$ cat src/include/stat_settings.svh
`ifndef STAT_SETTINGS_SVH
`define STAT_SETTINGS_SVH

// index bits, 64 counters.
`define STAT_ABITS 6

// bits per counter.
`define STAT_COUNT_W 16

// bits per event increment. no wider than a counter.
`define STAT_AMOUNT_W 8

`endif

$ cat src/hw/stat_pkg.sv
`include "stat_settings.svh"

package stat_pkg;

	// Types shared by the updater, the host reader and the top.
	// The table RAM is generic and takes count_t as its payload type.

	// table index, selects one counter.
	typedef logic [`STAT_ABITS-1:0] index_t;

	// one counter, also the width of a RAM word.
	typedef logic [`STAT_COUNT_W-1:0] count_t;

	// increment carried by one event.
	typedef logic [`STAT_AMOUNT_W-1:0] amount_t;

	// An event adds amount_t to count_t. The sum is formed one bit wider
	// than count_t, so the carry out marks the saturation case.

endpackage

$ cat src/hw/host_reader.sv
`timescale 1ns/10ps

module host_reader (
	input  logic             clk,
	input  logic             arst_n,
	input  logic             host_rd,
	input  stat_pkg::index_t host_index,
	input  logic             event_accept,
	output logic             host_rden,
	output stat_pkg::index_t host_addr,
	input  stat_pkg::count_t rdata,
	output logic             host_rdata_valid,
	output stat_pkg::count_t host_rdata
);
	logic             pend;
	stat_pkg::index_t pend_idx;
	logic             issue;
	logic             rd_done;

	// Port B goes to the updater whenever an event is accepted, so the
	// pending read waits for a cycle without one. A new host_rd in the
	// same cycle takes over the slot and the old index is dropped.
	assign issue = pend & ~event_accept & ~host_rd;

	always_ff @(posedge clk or negedge arst_n) begin
		if (!arst_n)
			pend <= 1'b0;
		else if (host_rd)
			pend <= 1'b1;
		else if (issue)
			pend <= 1'b0;
	end

	always_ff @(posedge clk) begin
		if (host_rd)
			pend_idx <= host_index; // replaces any older request.
	end

	assign host_rden = issue;
	assign host_addr = pend_idx;

	// data leaves the RAM one cycle after the read edge.
	always_ff @(posedge clk or negedge arst_n) begin
		if (!arst_n)
			rd_done <= 1'b0;
		else
			rd_done <= issue;
	end

	assign host_rdata_valid = rd_done;
	assign host_rdata       = rdata; // only meaningful with the valid pulse.

endmodule

$ cat src/hw/priority_memory.sv
`timescale 1ns/10ps

module priority_memory #(
	parameter type entry_t = logic [71:0],
	parameter int  ABITS   = 12
) (
	input  logic             clk,
	input  logic             wren_a,
	input  logic             rden_a,
	input  logic [ABITS-1:0] addr_a,
	input  entry_t           wdata_a,
	output entry_t           rdata_a,
	input  logic             wren_b,
	input  logic             rden_b,
	input  logic [ABITS-1:0] addr_b,
	input  entry_t           wdata_b,
	output entry_t           rdata_b
);
	localparam int DEPTH = 2**ABITS;

	entry_t mem [DEPTH];
	logic   a_hits_b;

	// port A writes the word port B looks at.
	assign a_hits_b = wren_a && (addr_a == addr_b);

	// read registers start cleared at power-up.
	initial begin
		rdata_a = '0;
		rdata_b = '0;
	end

	always @(posedge clk) begin
		// port A, write wins over read.
		if (wren_a)
			mem[addr_a] <= wdata_a;
		else if (rden_a)
			rdata_a <= mem[addr_a];

		// port B, write wins over read.
		if (wren_b) begin
			if (!a_hits_b) // port A keeps the word on a write collision.
				mem[addr_b] <= wdata_b;
		end else if (rden_b) begin
			if (a_hits_b)
				rdata_b <= wdata_a; // bypass of the word being written.
			else
				rdata_b <= mem[addr_b];
		end
	end

endmodule

$ cat src/hw/stat_counter_top.sv
`timescale 1ns/10ps
`include "stat_settings.svh"

module stat_counter_top (
	input  logic              clk,
	input  logic              arst_n,
	input  logic              event_valid,
	input  stat_pkg::index_t  event_index,
	input  stat_pkg::amount_t event_amount,
	input  logic              host_rd,
	input  stat_pkg::index_t  host_index,
	output logic              ready,
	output logic              host_rdata_valid,
	output stat_pkg::count_t  host_rdata
);
	logic             event_accept;
	logic             upd_rden;
	stat_pkg::index_t upd_addr;
	logic             host_rden;
	stat_pkg::index_t host_addr;
	logic             wren_a;
	stat_pkg::index_t addr_a;
	stat_pkg::count_t wdata_a;
	logic             rden_b;
	stat_pkg::index_t addr_b;
	stat_pkg::count_t rdata_b;

	// The host reader holds off while event_accept is high, so the two
	// port B readers never collide and the updater can win the select.
	assign rden_b = upd_rden | host_rden;
	assign addr_b = upd_rden ? upd_addr : host_addr;

	stat_updater u_updater (
		.clk          (clk),
		.arst_n       (arst_n),
		.event_valid  (event_valid),
		.event_index  (event_index),
		.event_amount (event_amount),
		.ready        (ready),
		.event_accept (event_accept),
		.upd_rden     (upd_rden),
		.upd_addr     (upd_addr),
		.rdata        (rdata_b),
		.wren_a       (wren_a),
		.addr_a       (addr_a),
		.wdata_a      (wdata_a)
	);

	host_reader u_host_reader (
		.clk              (clk),
		.arst_n           (arst_n),
		.host_rd          (host_rd),
		.host_index       (host_index),
		.event_accept     (event_accept),
		.host_rden        (host_rden),
		.host_addr        (host_addr),
		.rdata            (rdata_b),
		.host_rdata_valid (host_rdata_valid),
		.host_rdata       (host_rdata)
	);

	// port A only writes, port B only reads.
	priority_memory #(
		.entry_t (stat_pkg::count_t),
		.ABITS   (`STAT_ABITS)
	) u_mem (
		.clk     (clk),
		.wren_a  (wren_a),
		.rden_a  (1'b0),
		.addr_a  (addr_a),
		.wdata_a (wdata_a),
		.rdata_a (),
		.wren_b  (1'b0),
		.rden_b  (rden_b),
		.addr_b  (addr_b),
		.wdata_b ('0),
		.rdata_b (rdata_b)
	);

endmodule

$ cat src/hw/stat_updater.sv
`timescale 1ns/10ps

module stat_updater (
	input  logic              clk,
	input  logic              arst_n,
	input  logic              event_valid,
	input  stat_pkg::index_t  event_index,
	input  stat_pkg::amount_t event_amount,
	output logic              ready,
	output logic              event_accept,
	output logic              upd_rden,
	output stat_pkg::index_t  upd_addr,
	input  stat_pkg::count_t  rdata,
	output logic              wren_a,
	output stat_pkg::index_t  addr_a,
	output stat_pkg::count_t  wdata_a
);
	localparam int COUNT_W = $bits(stat_pkg::count_t);

	logic              sweep;
	stat_pkg::index_t  clr_idx;
	logic              s1_valid;
	stat_pkg::index_t  s1_index;
	stat_pkg::amount_t s1_amount;
	logic [COUNT_W:0]  sum_wide;
	stat_pkg::count_t  sum_sat;

	// Clear sweep. The table has no reset of its own, so the first cycle
	// after reset starts a pass that writes zero to every index. ready
	// rises together with the last write and stays high from then on.
	always_ff @(posedge clk or negedge arst_n) begin
		if (!arst_n) begin
			sweep   <= 1'b0;
			ready   <= 1'b0;
			clr_idx <= '0;
		end else if (sweep) begin
			clr_idx <= clr_idx + 1'b1;
			if (&clr_idx) begin // last index written this cycle.
				sweep <= 1'b0;
				ready <= 1'b1;
			end
		end else if (!ready) begin
			sweep <= 1'b1;
		end
	end

	// events before ready are dropped.
	assign event_accept = event_valid & ready;

	// stage 0, the counter is read on port B at the accept edge.
	assign upd_rden = event_accept;
	assign upd_addr = event_index;

	always_ff @(posedge clk or negedge arst_n) begin
		if (!arst_n)
			s1_valid <= 1'b0;
		else
			s1_valid <= event_accept;
	end

	always_ff @(posedge clk) begin
		if (event_accept) begin
			s1_index  <= event_index;
			s1_amount <= event_amount;
		end
	end

	// Stage 1. rdata holds the counter read at the accept edge. If the
	// previous event hit the same index, the RAM bypass has already put
	// that event's sum here, so no forwarding is needed in this block.
	always_comb begin
		sum_wide = {1'b0, rdata} + s1_amount;
		if (sum_wide[COUNT_W])
			sum_sat = '1; // carry out, hold at the largest count.
		else
			sum_sat = sum_wide[COUNT_W-1:0];
	end

	// Port A belongs to this block. The sweep and stage 1 never overlap,
	// since stage 1 only fills once ready is high.
	always_comb begin
		wren_a = sweep | s1_valid;
		if (sweep) begin
			addr_a  = clr_idx;
			wdata_a = '0;
		end else begin
			addr_a  = s1_index;
			wdata_a = sum_sat;
		end
	end

endmodule

$ cat config.mk
export PLATFORM = sky130hd
export DESIGN_NAME = stat_counter_top
export DESIGN_NICKNAME = d
export VERILOG_FILES = /design/src/hw/stat_pkg.sv /design/src/hw/host_reader.sv /design/src/hw/priority_memory.sv /design/src/hw/stat_counter_top.sv /design/src/hw/stat_updater.sv
export VERILOG_INCLUDE_DIRS = /design/src /design/src/include
export SDC_FILE = /design/constraint.sdc
export NUM_CORES = 1
export LEC_CHECK = 0
export BUFFER_PORTS_ARGS = -buffer_cell sky130_fd_sc_hd__buf_2
export CAP_MARGIN = 20
export CELL_PAD_IN_SITES_DETAIL_PLACEMENT = 1
export CELL_PAD_IN_SITES_GLOBAL_PLACEMENT = 2
export CORE_MARGIN = 10
export CORE_UTILIZATION = 40
export DETAILED_ROUTE_END_ITERATION = 6
export GPL_ROUTABILITY_DRIVEN = 0
export PLACE_DENSITY_LB_ADDON = 0.1
export SYNTH_ARGS = -nofsm -noshare
export SYNTH_HDL_FRONTEND = slang
export SYNTH_SLANG_ARGS = --single-unit
$ cat constraint.sdc
create_clock -name clk -period 5.91 [get_ports clk]
set_input_delay 0 -clock clk [delete_from_list [all_inputs] [get_ports clk]]
set_output_delay 0 -clock clk [all_outputs]
set_load 0.05 [all_outputs]
==> results.toml <==
[drt]
viasPerCell = 5.995
drt_first_iter_violations = 3011
wl_microns = 151700
first_pass_iters = 6
route.vias.total = 27320
detail_route.drc_violations = 0
wl_per_cell_microns = 33.28
antenna_left = 0

[worst_setup_path]
critPathCaptureType = "register"
path_class = "register to register"
cp.arrival_ns = 5.50
cp.required_ns = 6.35
rr_worst_depth = 10
cp_max_fo = 19
critPathLaunchType = "register"

[grt]
antenna_found_initial = 10
grt-ovfl-total = 0
grt_util_all_layers = 0.2455
grt_pass1_wl_microns = 212000
grt_max_degree = 108
grt_pass1_vias = 27140

[synthesis]
syn_area_sq_um = 42790
synth_top_area_share = 0.7439
synthTopCellsByArea = "edfxtp_1 74%, nand2_1 5.4%, mux2i_1 3.9%, nand3_1 1.6%, a21oi_1 1.3%"
seq_area_frac_synth = 0.7503
syn-num-nets = 2933
synthArstFlopShare = 0.01027
ys_ff_latch = 1071
ys_warn_count = 0
synth_cells = 2899
yosys.area.top_type = "edfxtp_1"
synthDistinctLibCells = 77
synth_ff_type = "edfxtp_1"
synth_area_per_cell_sq_um = 14.76
synth_edf_count = 1060

[pwr]
leakagePower_nw = 15.85
pwr-share-clk = 0.415
p_sw_mw = 3.772
combPwrFrac = 0.074
power_density_nw_per_um2 = 327.6
swShare = 0.2333
p_int_mw = 12.40
ir_drop_mv = 0.2268
power_frac_seq = 0.511

[sta]
period_share = 0.8564
finalCriticalPeriod_ns = 5.061
hold_violations = 0
setup_viol = 0
final.setup_skew_ns = 0.03456
max_freq_ghz = 0.1976
worst_slew_pin_slew_ns = 1.180
rsz0062_at_grt = "false"
slew_headroom = 0.2099
drv_slew = 0
final.setup.tns_ns = 0

[die]
die_h_microns = 347.1
die_w_microns = 347.1
dieArea_sq_um = 120500
core.rowCount = 119
num_io_pins = 42
start_util = 0.4048
core_area_sq_um = 105700

[placement]
hpwlAfterDp_microns = 92500
dpl_cell_area_sq_um = 45520
portBuffers = 41

[clock_network]
cts_num_sinks = 1071
clk_pin_slew_ns = 0.06
cts_tree = "built"
clockBufferDepth = 3
clkLatencyLatePin_ns = 0.71
post_cts_buffers = 0
h-tree-depth = 3
root_buffer = "clkbuf_16"
cts_inserted_buffers = 112

[cells_and_area]
layout_common_cells = "1060 x edfxtp_1, 616 x nand2_1, 166 x mux2i_1, 139 x buf_4, 136 x nand3_1"
synthToLayoutAreaGrowth_pct = 15.35
nNetsFinal = 3117
final_util = 0.4669
layout_commonest_cell = "edfxtp_1"
drive_above_1_share = 0.1526
fillCellCount = 10410
final_cell_area_sq_um = 49360

[worst_hold_path]
whs_path_depth = 2
hold_class = "input port to register"

[status]
status = "completed"

[job]
cap_violations = 0
==> Yosys cell counts, types with 9 or more instances <==
cell type  number
nor4_1         15
edfxtp_1     1060
buf_2         100
o221ai_1       11
nand2_1       618
a311oi_1       18
a31oi_1        50
o22ai_1        36
xnor2_1        10
a211oi_1       17
o21ai_0        19
ha_1            9
nor2_1        127
a21oi_1       109
buf_4          13
nand3_1       136
nand4_1        14
and3_1         27
mux2_2         23
a32o_1         20
clkbuf_1       31
mux2i_1       166
mux4_2         13
a32oi_1        50
dfrtp_1        11
nor3_1         30
buf_1          12
a221oi_1       36
==> cell families after synthesis <==
kind of cell               synth area share
and+or+nand+nor                     0.09851
xor gates and xnor gates           0.003070
DFF                                  0.7503
AOI/OAI and AO/OA                   0.07298
muxes                               0.05205
adders and majority gates          0.003100
buffers and inverters               0.01997
==> per-layer routing <==
metal,up-vias,part of all wire,track usage
li1,11520,-,-
met1,14510,0.44,0.3534
met2,1074,0.46,0.3846
met3,218,0.065,0.02960
met4,2,0.032,0.08088
met5,-,0.000086,0
==> sequential cells by signal, indices dropped and copies added (netlist names) <==
| name | count |
|---|---|
| u_updater.s1_valid | 1 |
| u_host_reader.host_addr | 6 |
| u_updater.ready | 1 |
| u_host_reader.pend | 1 |
| u_mem.mem | 1024 |
| u_mem.rdata_b | 16 |
| u_updater.s1_amount | 8 |
| u_updater.sweep | 1 |
| u_updater.clr_idx | 6 |
| u_updater.s1_index | 6 |
| u_host_reader.host_rdata_valid | 1 |
==> final timing paths <==
kind | to | startpoint | slack, ns
setup / recovery | u_mem.rdata_b[5] | u_updater.ready | 0.85
hold / removal | u_updater.s1_index[4] | event_index[4] | 0.06
setup reg to reg | u_mem.rdata_b[5] | u_updater.ready | 0.85
hold reg to reg | u_updater.clr_idx[4] | u_updater.clr_idx[4] | 0.50
max in group asynchronous | u_updater.sweep | arst_n | 5.05
min in group asynchronous | u_updater.ready | arst_n | 0.42
==> what timing repair did <==
action	in CTS	in global routing
hold endpoints to repair	39	0
hold buffers	38	0
resized for setup	0	0
endpoints found under the setup margin	0	0
==> metrics by stage <==
| step | std cells | hold slack, ns | total power, mW | setup WS, ns |
|---|---|---|---|---|
| 4_1_cts | 4555 | 0.02147 | 16.28 | 0.9429 |
| 3_3_place_gp | 4315 | -0.1030 | 9.574 | 0.8542 |
| 5_1_grt | 4557 | 0.03811 | 16.67 | 0.6603 |
| 6_report | 4558 | 0.05796 | 16.17 | 0.8486 |
| 2_1_floorplan | 2899 | -0.2956 | 9.072 | 0.4478 |
| 3_5_place_dp | 4320 | -0.07770 | 9.587 | 0.9587 |
==> power by group through the flow <==
stage	sequential, mW	clock [mW]	combinational, mW
after floorplan	8.44	0	0.634
after global placement	8.43	0	1.15
after detailed placement	8.43	0	1.16
after CTS	8.27	6.83	1.19
after global routing	8.26	7.15	1.26
final	8.27	6.71	1.19
==> area by class of cell <==
cell class	count	area [sq um]	share of cell area
clock buffers	142	3000	0.06079
repair buffers	232	1867	0.03782
diodes	1	2.502	0.00005070
well taps	1391	1740	0.03526
multi-input cells	1661	10200	0.2067
clock inverters	55	421.7	0.008542
inverters	5	18.77	0.0003802
flip-flops and latches	1071	32110	0.6505
==> critical path: stages, from the launching register on <==
cell     delay, ns
dfrtp_1       0.68
nand2_1       0.50
inv_1         0.79
nand2_1       0.12
nand2_1       0.46
xor2_1        0.67
nand2_2       0.45
nand2_4       0.40
nor4_1        0.13
buf_2         0.21
or3_1         0.36
Note: power is estimated with default switching activity, not from simulation.
